[src/source/aud_pkg.sv]
package aud_pkg;

    localparam int SAMPLE_W = 16;

    typedef logic [SAMPLE_W-1:0] sample_t;
    typedef logic [4:0]          bitcnt_t;  // 0 to SAMPLE_W inclusive

    typedef enum logic [2:0] {
        s_idle,
        s_wait,   // armed, waits for a frame start
        s_rec,
        s_pause,
        s_finish
    } rec_state_t;

    typedef enum logic [2:0] {
        p_idle,
        p_rise,   // waits for lrc to go high, then fetches
        p_req,
        p_data,
        p_fall,   // word held, waits for the low half
        p_shift
    } ply_state_t;

endpackage

[src/source/sram_pkg.sv]
package sram_pkg;

    localparam int ADDR_W = 20;
    localparam int DATA_W = 16;

    // word address, one 16-bit word per location
    typedef logic [ADDR_W-1:0] addr_t;
    typedef logic [DATA_W-1:0] data_t;

endpackage

[src/source/aud_player.sv]
module aud_player (
    input  logic             i_clk,
    input  logic             i_rst_n,
    input  logic             i_lrc,
    input  logic             i_play,
    input  logic             i_stop,
    input  sram_pkg::addr_t  i_rec_len,
    input  logic             i_rd_gnt,
    input  aud_pkg::sample_t i_rd_data,
    output logic             o_rd_req,
    output sram_pkg::addr_t  o_rd_addr,
    output logic             o_dac_data,
    output logic             o_playing
);

    aud_pkg::ply_state_t state_r, state_w;
    sram_pkg::addr_t     addr_r, addr_w;
    aud_pkg::sample_t    word_r, word_w;     // doubles as the shift register
    aud_pkg::bitcnt_t    cnt_r, cnt_w;
    logic                rd_req_r, rd_req_w;
    logic                dac_r, dac_w;
    logic                lrc_d;

    assign o_rd_req   = rd_req_r;
    assign o_rd_addr  = addr_r;
    assign o_dac_data = dac_r;
    assign o_playing  = (state_r != aud_pkg::p_idle);

    always_comb begin
        state_w  = state_r;
        addr_w   = addr_r;
        word_w   = word_r;
        cnt_w    = cnt_r;
        rd_req_w = rd_req_r;
        dac_w    = dac_r;

        case (state_r)
            aud_pkg::p_idle: begin
                if (i_play) begin
                    addr_w  = '0;
                    state_w = aud_pkg::p_rise;
                end
            end
            aud_pkg::p_rise: begin
                if (i_lrc && !lrc_d) begin
                    // the recorder has written this frame's word by now
                    if (addr_r >= i_rec_len) begin
                        state_w = aud_pkg::p_idle;
                    end else begin
                        rd_req_w = 1'b1;
                        state_w  = aud_pkg::p_req;
                    end
                end
            end
            aud_pkg::p_req: begin
                if (i_rd_gnt) begin
                    rd_req_w = 1'b0;
                    addr_w   = addr_r + 1'b1;
                    state_w  = aud_pkg::p_data;
                end
            end
            aud_pkg::p_data: begin
                word_w  = i_rd_data;         // valid the cycle after the grant
                state_w = aud_pkg::p_fall;
            end
            aud_pkg::p_fall: begin
                if (!i_lrc && lrc_d) begin
                    dac_w   = word_r[aud_pkg::SAMPLE_W-1];
                    word_w  = word_r << 1;
                    cnt_w   = 5'd1;
                    state_w = aud_pkg::p_shift;
                end
            end
            aud_pkg::p_shift: begin
                if (cnt_r == aud_pkg::SAMPLE_W) begin
                    dac_w   = 1'b0;          // line idles low after the last bit
                    cnt_w   = '0;
                    state_w = aud_pkg::p_rise;
                end else begin
                    dac_w  = word_r[aud_pkg::SAMPLE_W-1];
                    word_w = word_r << 1;
                    cnt_w  = cnt_r + 1'b1;
                end
            end
            default: begin
                state_w = aud_pkg::p_idle;
            end
        endcase

        if (i_stop) begin
            state_w  = aud_pkg::p_idle;
            rd_req_w = 1'b0;
            dac_w    = 1'b0;
            cnt_w    = '0;
        end
    end

    always_ff @(posedge i_clk) begin
        if (i_rst_n) begin
            state_r  <= aud_pkg::p_idle;
            addr_r   <= '0;
            cnt_r    <= '0;
            rd_req_r <= 1'b0;
            dac_r    <= 1'b0;
            lrc_d    <= 1'b0;
        end else begin
            state_r  <= state_w;
            addr_r   <= addr_w;
            cnt_r    <= cnt_w;
            rd_req_r <= rd_req_w;
            dac_r    <= dac_w;
            lrc_d    <= i_lrc;
        end
    end

    always_ff @(posedge i_clk) begin
        word_r <= word_w;
    end

endmodule

[src/source/aud_recorder.sv]
module aud_recorder #(
    parameter sram_pkg::addr_t MAX_WORDS = 20'd1024000
) (
    input  logic             i_clk,
    input  logic             i_rst_n,
    input  logic             i_lrc,
    input  logic             i_start,
    input  logic             i_pause,
    input  logic             i_stop,
    input  logic             i_data,
    input  logic             i_wr_gnt,
    output logic             o_wr_req,
    output sram_pkg::addr_t  o_wr_addr,
    output aud_pkg::sample_t o_wr_data,
    output sram_pkg::addr_t  o_rec_len,
    output logic             o_rec_done
);

    aud_pkg::rec_state_t state_r, state_w;
    sram_pkg::addr_t     addr_r, addr_w;
    aud_pkg::sample_t    data_r, data_w;
    aud_pkg::bitcnt_t    cnt_r, cnt_w;
    logic                wr_req_r, wr_req_w;
    logic                lrc_d;
    logic                frame_start;
    logic                full;

    assign frame_start = !i_lrc && lrc_d;        // first low cycle after a high half
    assign full        = (addr_r == MAX_WORDS);

    assign o_wr_req   = wr_req_r;
    assign o_wr_addr  = addr_r;
    assign o_wr_data  = data_r;                  // held until the next frame starts
    assign o_rec_len  = addr_r;                  // words written so far
    assign o_rec_done = (state_r == aud_pkg::s_finish);

    always_comb begin
        state_w  = state_r;
        addr_w   = addr_r;
        data_w   = data_r;
        cnt_w    = cnt_r;
        wr_req_w = wr_req_r;

        // the pending write finishes whatever the FSM does meanwhile
        if (wr_req_r && i_wr_gnt) begin
            wr_req_w = 1'b0;
            addr_w   = addr_r + 1'b1;
        end

        // i_pause is a one-cycle pulse, each pulse toggles pause
        case (state_r)
            aud_pkg::s_idle: begin
                if (i_start) begin
                    cnt_w   = '0;
                    state_w = aud_pkg::s_wait;
                end
            end
            aud_pkg::s_wait: begin
                if (i_stop || full) begin
                    state_w = aud_pkg::s_finish;
                end else if (i_pause) begin
                    state_w = aud_pkg::s_pause;
                end else if (frame_start) begin
                    data_w[aud_pkg::SAMPLE_W-1] = i_data;  // MSB first
                    cnt_w   = 5'd1;
                    state_w = aud_pkg::s_rec;
                end
            end
            aud_pkg::s_rec: begin
                if (i_stop || full) begin
                    cnt_w   = '0;
                    state_w = aud_pkg::s_finish;
                end else if (i_pause) begin
                    cnt_w   = '0;                // partial frame is dropped
                    state_w = aud_pkg::s_pause;
                end else if (i_lrc) begin
                    cnt_w   = '0;                // short frame, wait for the next one
                    state_w = aud_pkg::s_wait;
                end else begin
                    data_w[aud_pkg::SAMPLE_W-1-cnt_r] = i_data;
                    cnt_w = cnt_r + 1'b1;
                    if (cnt_r == aud_pkg::SAMPLE_W - 1) begin
                        wr_req_w = 1'b1;
                        state_w  = aud_pkg::s_wait;
                    end
                end
            end
            aud_pkg::s_pause: begin
                if (i_stop || full) begin
                    state_w = aud_pkg::s_finish;
                end else if (i_pause) begin
                    state_w = aud_pkg::s_wait;   // resume on the next frame start
                end
            end
            aud_pkg::s_finish: begin
                state_w = aud_pkg::s_idle;
            end
            default: begin
                state_w = aud_pkg::s_idle;
            end
        endcase
    end

    always_ff @(posedge i_clk) begin
        if (i_rst_n) begin
            state_r  <= aud_pkg::s_idle;
            addr_r   <= '0;
            cnt_r    <= '0;
            wr_req_r <= 1'b0;
            lrc_d    <= 1'b0;
        end else begin
            state_r  <= state_w;
            addr_r   <= addr_w;
            cnt_r    <= cnt_w;
            wr_req_r <= wr_req_w;
            lrc_d    <= i_lrc;
        end
    end

    always_ff @(posedge i_clk) begin
        data_r <= data_w;
    end

endmodule

[src/source/aud_top.sv]
module aud_top #(
    parameter sram_pkg::addr_t MAX_WORDS = 20'd1024000
) (
    input  logic            i_clk,
    input  logic            i_rst_n,
    input  logic            i_lrc,
    input  logic            i_adc_data,
    input  logic            i_rec_start,
    input  logic            i_rec_pause,
    input  logic            i_rec_stop,
    input  logic            i_play,
    input  logic            i_play_stop,
    input  sram_pkg::data_t i_sram_rdata,
    output sram_pkg::addr_t o_sram_addr,
    output logic            o_sram_we_n,
    output logic            o_sram_oe_n,
    output sram_pkg::data_t o_sram_wdata,
    output logic            o_dac_data,
    output logic            o_rec_done,
    output logic            o_playing
);

    logic             rec_wr_req;
    logic             rec_wr_gnt;
    sram_pkg::addr_t  rec_wr_addr;
    aud_pkg::sample_t rec_wr_data;
    sram_pkg::addr_t  rec_len;
    logic             ply_rd_req;
    logic             ply_rd_gnt;
    sram_pkg::addr_t  ply_rd_addr;
    aud_pkg::sample_t ply_rd_data;

    aud_recorder #(
        .MAX_WORDS (MAX_WORDS)
    ) u_recorder (
        .i_clk      (i_clk),
        .i_rst_n    (i_rst_n),
        .i_lrc      (i_lrc),
        .i_start    (i_rec_start),
        .i_pause    (i_rec_pause),
        .i_stop     (i_rec_stop),
        .i_data     (i_adc_data),
        .i_wr_gnt   (rec_wr_gnt),
        .o_wr_req   (rec_wr_req),
        .o_wr_addr  (rec_wr_addr),
        .o_wr_data  (rec_wr_data),
        .o_rec_len  (rec_len),
        .o_rec_done (o_rec_done)
    );

    aud_player u_player (
        .i_clk      (i_clk),
        .i_rst_n    (i_rst_n),
        .i_lrc      (i_lrc),
        .i_play     (i_play),
        .i_stop     (i_play_stop),
        .i_rec_len  (rec_len),
        .i_rd_gnt   (ply_rd_gnt),
        .i_rd_data  (ply_rd_data),
        .o_rd_req   (ply_rd_req),
        .o_rd_addr  (ply_rd_addr),
        .o_dac_data (o_dac_data),
        .o_playing  (o_playing)
    );

    sram_arbiter u_arbiter (
        .i_clk        (i_clk),
        .i_rst_n      (i_rst_n),
        .i_wr_req     (rec_wr_req),
        .i_wr_addr    (rec_wr_addr),
        .i_wr_data    (rec_wr_data),
        .i_rd_req     (ply_rd_req),
        .i_rd_addr    (ply_rd_addr),
        .i_sram_rdata (i_sram_rdata),
        .o_wr_gnt     (rec_wr_gnt),
        .o_rd_gnt     (ply_rd_gnt),
        .o_rd_data    (ply_rd_data),
        .o_sram_addr  (o_sram_addr),
        .o_sram_we_n  (o_sram_we_n),
        .o_sram_oe_n  (o_sram_oe_n),
        .o_sram_wdata (o_sram_wdata)
    );

endmodule

[src/source/sram_arbiter.sv]
module sram_arbiter (
    input  logic             i_clk,
    input  logic             i_rst_n,
    input  logic             i_wr_req,
    input  sram_pkg::addr_t  i_wr_addr,
    input  aud_pkg::sample_t i_wr_data,
    input  logic             i_rd_req,
    input  sram_pkg::addr_t  i_rd_addr,
    input  sram_pkg::data_t  i_sram_rdata,
    output logic             o_wr_gnt,
    output logic             o_rd_gnt,
    output aud_pkg::sample_t o_rd_data,
    output sram_pkg::addr_t  o_sram_addr,
    output logic             o_sram_we_n,
    output logic             o_sram_oe_n,
    output sram_pkg::data_t  o_sram_wdata
);

    logic wr_gnt;
    logic rd_gnt;
    logic turn_r;                           // bus turnaround cycle after a read

    // writes win, except right after a read while the data bus turns around
    assign wr_gnt = i_wr_req && !turn_r;
    assign rd_gnt = i_rd_req && !i_wr_req;

    assign o_wr_gnt = wr_gnt;
    assign o_rd_gnt = rd_gnt;

    assign o_sram_addr  = wr_gnt ? i_wr_addr : i_rd_addr;
    assign o_sram_we_n  = !wr_gnt;
    assign o_sram_oe_n  = !rd_gnt;
    assign o_sram_wdata = i_wr_data;

    always_ff @(posedge i_clk) begin
        if (i_rst_n) begin
            turn_r <= 1'b0;
        end else begin
            turn_r <= rd_gnt;
        end
    end

    // async sram, data is settled by the end of the grant cycle
    always_ff @(posedge i_clk) begin
        if (rd_gnt) begin
            o_rd_data <= i_sram_rdata;
        end
    end

endmodule

[config.mk]
export PLATFORM = sky130hd
export DESIGN_NAME = aud_top
export DESIGN_NICKNAME = d
export VERILOG_FILES = /design/src/source/aud_pkg.sv /design/src/source/sram_pkg.sv /design/src/source/aud_player.sv /design/src/source/aud_recorder.sv /design/src/source/aud_top.sv /design/src/source/sram_arbiter.sv
export SDC_FILE = /design/constraint.sdc
export NUM_CORES = 1
export LEC_CHECK = 0
export ABC_CLOCK_PERIOD_IN_PS = 2300
export BUFFER_PORTS_ARGS = -buffer_cell sky130_fd_sc_hd__buf_4
export CAP_MARGIN = 15
export CORE_MARGIN = 2
export CORE_UTILIZATION = 53
export CTS_CLUSTER_SIZE = 24
export DETAILED_ROUTE_END_ITERATION = 12
export GPL_ROUTABILITY_DRIVEN = 0
export PLACE_DENSITY_LB_ADDON = 0.1
export SLEW_MARGIN = 20
export SYNTH_ARGS = -nofsm -noshare
export SYNTH_HDL_FRONTEND = slang
export SYNTH_SLANG_ARGS = --single-unit
[constraint.sdc]
create_clock -name i_clk -period 2.3 [get_ports i_clk]
set_clock_uncertainty 0.05 [all_clocks]
set_input_delay 0.23 -clock i_clk [delete_from_list [all_inputs] [get_ports i_clk]]
set_output_delay 0.23 -clock i_clk [all_outputs]
set_load 0.02 [all_outputs]
; ---- Yosys cells after proc, flatten, opt, wreduce, memory -nomap -nowiden
; Cells that the tools add are included.
[word_totals]
register_bits = 109
in_bits = 25
[classes]
add_sub_neg = 5
n_lt_le_gt_ge = 3
n_eq_ne = 29
n_mux = 58
bitwise_logic = 3
reduce_logical = 32
[ops]
columns = operator, n
row1 = $mux W16, 5
row2 = $mux W20, 3
row3 = $pmux W16 S3, 1
row4 = $mux W3, 15
row5 = $add A20 B1 Y20 const B, 2
row6 = $mux W5, 8
row7 = $pmux W20 S2, 1
row8 = $ge A32 B1 Y1 const B, 1
row9 = $lt A32 B5 Y1 const B, 1
row10 = $eq A20 B20 Y1 const B, 1
row11 = $ge A20 B20 Y1, 1
row12 = $ne A2 B2 Y1 const B, 10
row13 = $pmux W3 S6, 1
row14 = $bwmux W16, 1
row15 = $mux W1, 15
row16 = $pmux W5 S3, 1
row17 = $eq A3 B2 Y1 const B, 4
row18 = $pmux W3 S4, 1
row19 = $reduce_and A4 Y1, 3
row20 = $add A5 B1 Y5 const B, 2
row21 = $pmux W5 S2, 1
row22 = $reduce_and A5 Y1, 2
row23 = $eq A3 B3 Y1 const B, 3
row24 = $reduce_bool A3 Y1, 3
row25 = other kinds (21), 44

; ---- Logic depth before layout (Yosys ltp)
[logic_depth]
depth_word = 10
mapped_depth = 8
ltp_nobuf = 7

; ---- Cells and area by module
; A second synthesis with hierarchy kept.
[hier_totals]
hier_cells = 635
area_unflattened_um2 = 6109.6
[modules_own_cells]
columns = mod, instances, cells_each, area_each_um2, seq_area_each_um2
row1 = aud_player, 1, 322, 2798.9, 1101.1
row2 = aud_recorder, 1, 253, 2343.5, 1081.0
row3 = sram_arbiter, 1, 60, 967.2, 500.5

; ---- Least setup slack after synthesis
; OpenSTA, ideal clock, no wires.
[synth_timing]
path_type = register -> register
start = register u_player.state_r[0]
end = register u_player.word_r[0], enable pin
setup_time_ns = 0.411
arrival_time_ns = 2.046
path_slack_ns = -0.207
stages_incl_launch_ff = 5
synth_period_minus_slack_ns = 2.507
path_cell_list = dfxtp_1 clkbuf_1 clkbuf_1 a21oi_1 o21ai_0
[synth_via]
elab_chain_len = 3
[synth_rtl]
columns = item, line_no
row1 = from (decl), aud_player.sv:16  ; aud_pkg::ply_state_t state_r, state_w;
row2 = from (signal assigned), aud_player.sv:100  ; state_r <= aud_pkg::p_idle;
row3 = from (signal assigned), aud_player.sv:107  ; state_r <= state_w;
row4 = $eq A3 B3 Y1 / $eq A3 B2 Y1 (equally long branches), aud_player.sv:37  ; case (state_r)
row5 = $ne A2 B2 Y1 (no source line) / $reduce_bool A3 Y1 (equally long branches), -
row6 = $reduce_and A3 Y1 (no source line) (*), -
row7 = to (signal assigned), aud_player.sv:117  ; word_r <= word_w;
row8 = to (decl), aud_player.sv:18  ; aud_pkg::sample_t word_r, word_w;
; Every way passes the cells marked *; elsewhere a longest branch is shown, timed or not.
; A chain may end at the register's enable or synchronous reset.

; ---- Worst setup path after layout
[layout_timing]
start = register u_recorder.addr_r[3] (netlist: u_recorder.o_rec_len[3])
end = register u_recorder.cnt_r[3]
[layout_via]
elab_chain_len = 4
[layout_rtl]
columns = item, line_no
row1 = from (decl), aud_recorder.sv:20  ; sram_pkg::addr_t addr_r, addr_w;
row2 = from (signal assigned), aud_recorder.sv:113  ; addr_r <= addr_w;
row3 = $eq A20 B20 Y1 (*), aud_recorder.sv:29  ; assign full = (addr_r == MAX_WORDS);
row4 = $logic_or A1 B1 Y1 (*), "aud_recorder.sv:59, aud_recorder.sv:70"
row5 = $ne A2 B2 Y1 (no source line) / $mux W5 (equally long branches), -
row6 = $reduce_and A5 Y1 (no source line) / $pmux W5 S3 (equally long branches), -
row7 = to (signal assigned), aud_recorder.sv:114  ; cnt_r <= cnt_w;
row8 = to (decl), aud_recorder.sv:22  ; aud_pkg::bitcnt_t cnt_r, cnt_w;
; Marked as above.

==> results.txt <==
* Critical path startpoint category: flop
* DRC violations left: 0
* RSZ-0062 raised after global routing: false
* Setup violators final: 0
- Synth top area share: between 20% and 30%
* Switching power total: roughly 0.75 mW
- Rows: 37
* Synth area leaders: edfxtp_1, dfxtp_1, ha_1, nand2_1, xnor2_1
- After synthesis, the share of flip-flops with an asynchronous set or reset is 0%.
* Number of synthesis warnings: 0
- In this run the remaining antenna-violating nets after routing total 0.
* Antenna violations before repair: 0
* Cell Pwr Density: 509 nW/um2
- In the final routed layout, each cell accounts on average for 15.1 um.
* Source-to-sink clock delay at the later pin of the worst-skew pair: a little under 0.4 ns
- In the finished design, the share of the clock period the worst path needs comes to between 90% and 100%.
- Count of H-tree levels built during CTS: 3
- Required time of the critical path: roughly 2.5 ns
* Number of enable-type register cells in the synthesized netlist: 48
* Via count normalized by instance count: roughly 5.4
* Core Footprint: ~10000 um2
- After technology mapping, the gate count stands at ~610.
- Detailed placement finished with a half-perimeter wire length of between 8000 and 9000 um.
- R2R depth: 6
* Clock slew at reported path FFs: 0.10 ns
* Maximum number of pins on one net before global-route repair: 36
- Along the worst path, the maximum fanout reaches 10.
* Initial core utilization: a little over half
* Number of stages on the worst hold path: 2
- Combinational Power Share: 4.8%
- For the worst setup path, the data arrival time is about 2.4 ns.
- Counting distinct cell types in the post-synthesis netlist gives 66.
- In the final layout, the share of cells above drive strength 1 is roughly 18%.
- After detailed routing, the total wire length is approximately 13000 um.
- In this run, flip-flops and latches consume around three fifths of the power.
- A synthesized cell averages 9.29 um2.
- In this run the post-CTS setup repair buffer count came out at 0.
- The first global-routing pass estimated between 20000 and 25000 um of wire.
- Buffers added on ports: 65
- The flow ran to the end, and the final reports show no timing, DRC or antenna violations.
* Final hold violations: 0
- After filler insertion, the fill cell instance count of the layout stands at ~880.
- Summed over all cells, the static leakage comes to about 2.5 nW.
- Total number of clock tree sinks: about 110
- For this run, the detailed router's first-pass iteration total came to 5.
- Normalized max-slew margin: between 50% and 60%
- The routed layout has roughly 4500 vias.
- Count of state elements after synthesis: 109
* Most common library cell in the layout ignoring fill and taps: buf_4
* Antenna diodes: 0
* Max Buffers Root-to-Sink: 2
- Worst setup path class: flop to flop
- 66 I/O pins were placed.
- For the final routed database, the setup TNS stands at 0 ns.
- TritonCTS built the clock tree.
- Post-synthesis cell type with the largest combined area: edfxtp_1
- In this run the most critical hold path is launched from i_lrc.
- Global routing consumed, over all layers together, a little under a quarter of the routing resources.
- Initial detailed-routing violation count: 232
- The tightest min-delay check is of the primary input to flop type.
- Cell internal power dissipation: ~2.7 mW
* Number of global-route vias before repair: 4276
- Buffers inserted during clock tree synthesis total 9.
* Hold Path Sink: u_player.lrc_d
- Sequential element share of the synthesized area: 46.9%
* Post-synthesis instance area: roughly 5700 um2
- The worst setup path is captured at a flop.
* Slew at the pin with the worst max-slew slack: approximately 0.63 ns
- Final critical-path required period: roughly 2.1 ns
- Cells fill 64.8% of the core in the end.
- In this run switching power makes up between 20% and 30% of total power.
- From synthesis to final layout, the design area changed by 18.3%.
- The die is 108 um wide.
* Peak Freq: about 0.47 GHz
- The die covers 11600 um2.
- The number of pins with negative max-slew slack in the final report was 0.
- Register-to-Register Setup Slack: around 0.17 ns
- In this run, the clock network consumes between 30% and 40% of the power.
- The endpoint identified for the worst register-to-register timing path is u_recorder.cnt_r[3].
- Measured along the y axis, the die boundary spans between 100 and 150 um.
- Count of nets after finishing: 748
* Clock root cell: clkbuf_8
- For this run the aggregate overflow at the end of global routing stands at 0.
* Syn Nets: around 670
- Commonest cells after routing, fill and taps aside: buf_4, nand2_1, nor2_1
* Maxcap violations: 0
- Among all flip-flop cells after synthesis, the most frequent one is dfxtp_1.
- VDD sags by at most 392 uV.
- The startpoint identified for the worst register-to-register timing path is u_recorder.o_rec_len[3].
-- per-layer routing --
metal / track usage (%) / wire length (um) / share of wire (%) / vias up
li1: - / - / - / 2300
met1: 30.0 / 5830 / 46 / 2132
met2: 36.8 / 5890 / 47 / 101
met3: 6.11 / 647 / 5.2 / 12
met4: 6.96 / 187 / 1.5 / 0
met5: 0 / 0 / 0 / -
-- critical path: stages (launching register included) --
cell	delay (ns)
dfxtp_1	0.36
or4_4	0.57
nor3_4	0.29
a211oi_2	0.17
buf_4	0.20
and3_1	0.14
a221o_1	0.25
-- state kept, by name, summed over array words and instances, names as in the netlist, 3 cells and up --
signal / cells
u_arbiter.o_rd_data: 16
u_player.cnt_r: 5
u_player.o_rd_addr: 20
u_player.state_r: 3
u_player.word_r: 16
u_recorder.cnt_r: 5
u_recorder.o_rec_len: 20
u_recorder.o_wr_data: 16
u_recorder.state_r: 3
-- kinds of logic after synthesis --
kind of cell,Yosys count,synth area share [%]
XOR/XNOR,32,4.93
buffers and inverters,74,5.35
AO/OA/AOI/OAI,92,10.2
adder cells (fa/ha/maj),30,6.61
AND/OR/NAND/NOR,264,23.8
flip-flops,109,46.9
multiplexers,11,2.18
-- cells in the mapped netlist (2+ instances only) --
library cell,n
nand2_1,73
mux2_2,11
nor3b_1,3
dfxtp_1,61
and2_1,7
a22oi_1,4
nand4_1,6
or4_1,2
or2_2,2
nor2b_1,10
and3_1,9
xnor2_1,31
a211oi_1,5
nor2_1,71
o21ai_0,30
a31oi_1,4
o22ai_1,4
a21oi_1,25
nand3b_1,7
clkbuf_1,20
or3_1,9
or4_4,2
nand3_1,16
a2111oi_0,2
nand2b_1,6
o21a_1,2
ha_1,30
inv_1,46
nor4bb_1,2
nor4_1,6
nor3_1,19
edfxtp_1,48
buf_2,4
a41oi_1,2
nor4b_1,2
-- power groups by stage --
stage,Sequential (mW),Clock (mW),Combinational (mW)
after floorplan,2.07,0,0.0837
after global routing,2.03,1.35,0.179
after global placement,2.07,0,0.139
final,2.03,1.23,0.165
after CTS,2.03,1.26,0.164
after detailed placement,2.07,0,0.142
-- repair_timing --
action | 4_1_cts | 5_1_grt
resized for setup | 0 | 1
endpoints found under the hold margin | 16 | 0
hold buffers | 16 | 0
setup endpoints to repair | 0 | 1
-- how the worst max path moves through the flow --
stage / start / endpoint / slack, ns / cells past startpoint
floorplan: u_player.state_r[0] / u_player.word_r[0] / 0.22 / 4
global placement: u_recorder.o_rec_len[3] / u_recorder.cnt_r[3] / 0.24 / 6
detailed placement: u_recorder.o_rec_len[14] / u_player.state_r[1] / 0.19 / 6
CTS: u_recorder.o_rec_len[14] / u_player.state_r[1] / 0.17 / 6
global route: u_recorder.o_rec_len[0] / u_recorder.o_wr_data[5] / 0.03 / 7
finish: u_recorder.o_rec_len[3] / u_recorder.cnt_r[3] / 0.17 / 6
-- cell type report --
cell class | count | area, um2 | area share, %
Clock inverter | 4 | 55.1 | 0.819
Inverter | 46 | 173 | 2.57
Clock buffer | 12 | 156 | 2.33
Sequential cell | 109 | 2660 | 39.6
Tap cell | 136 | 170 | 2.53
Timing Repair Buffer | 98 | 788 | 11.7
Multi-Input combinational cell | 429 | 2720 | 40.4
-- metrics by stage --
stage	cell area [um2]	power, mW	hold slack (ns)	cells	setup WS, ns
6_report	6720	3.42	0.0597	834	0.166
5_1_grt	6720	3.56	0.0717	834	0.0252
4_1_cts	6720	3.45	0.0402	834	0.171
3_5_place_dp	6350	2.21	0.359	802	0.189
3_3_place_gp	6350	2.21	0.358	802	0.239
2_1_floorplan	5680	2.15	0.279	612	0.221
No activity file was read; power rests on OpenSTA's default activity.
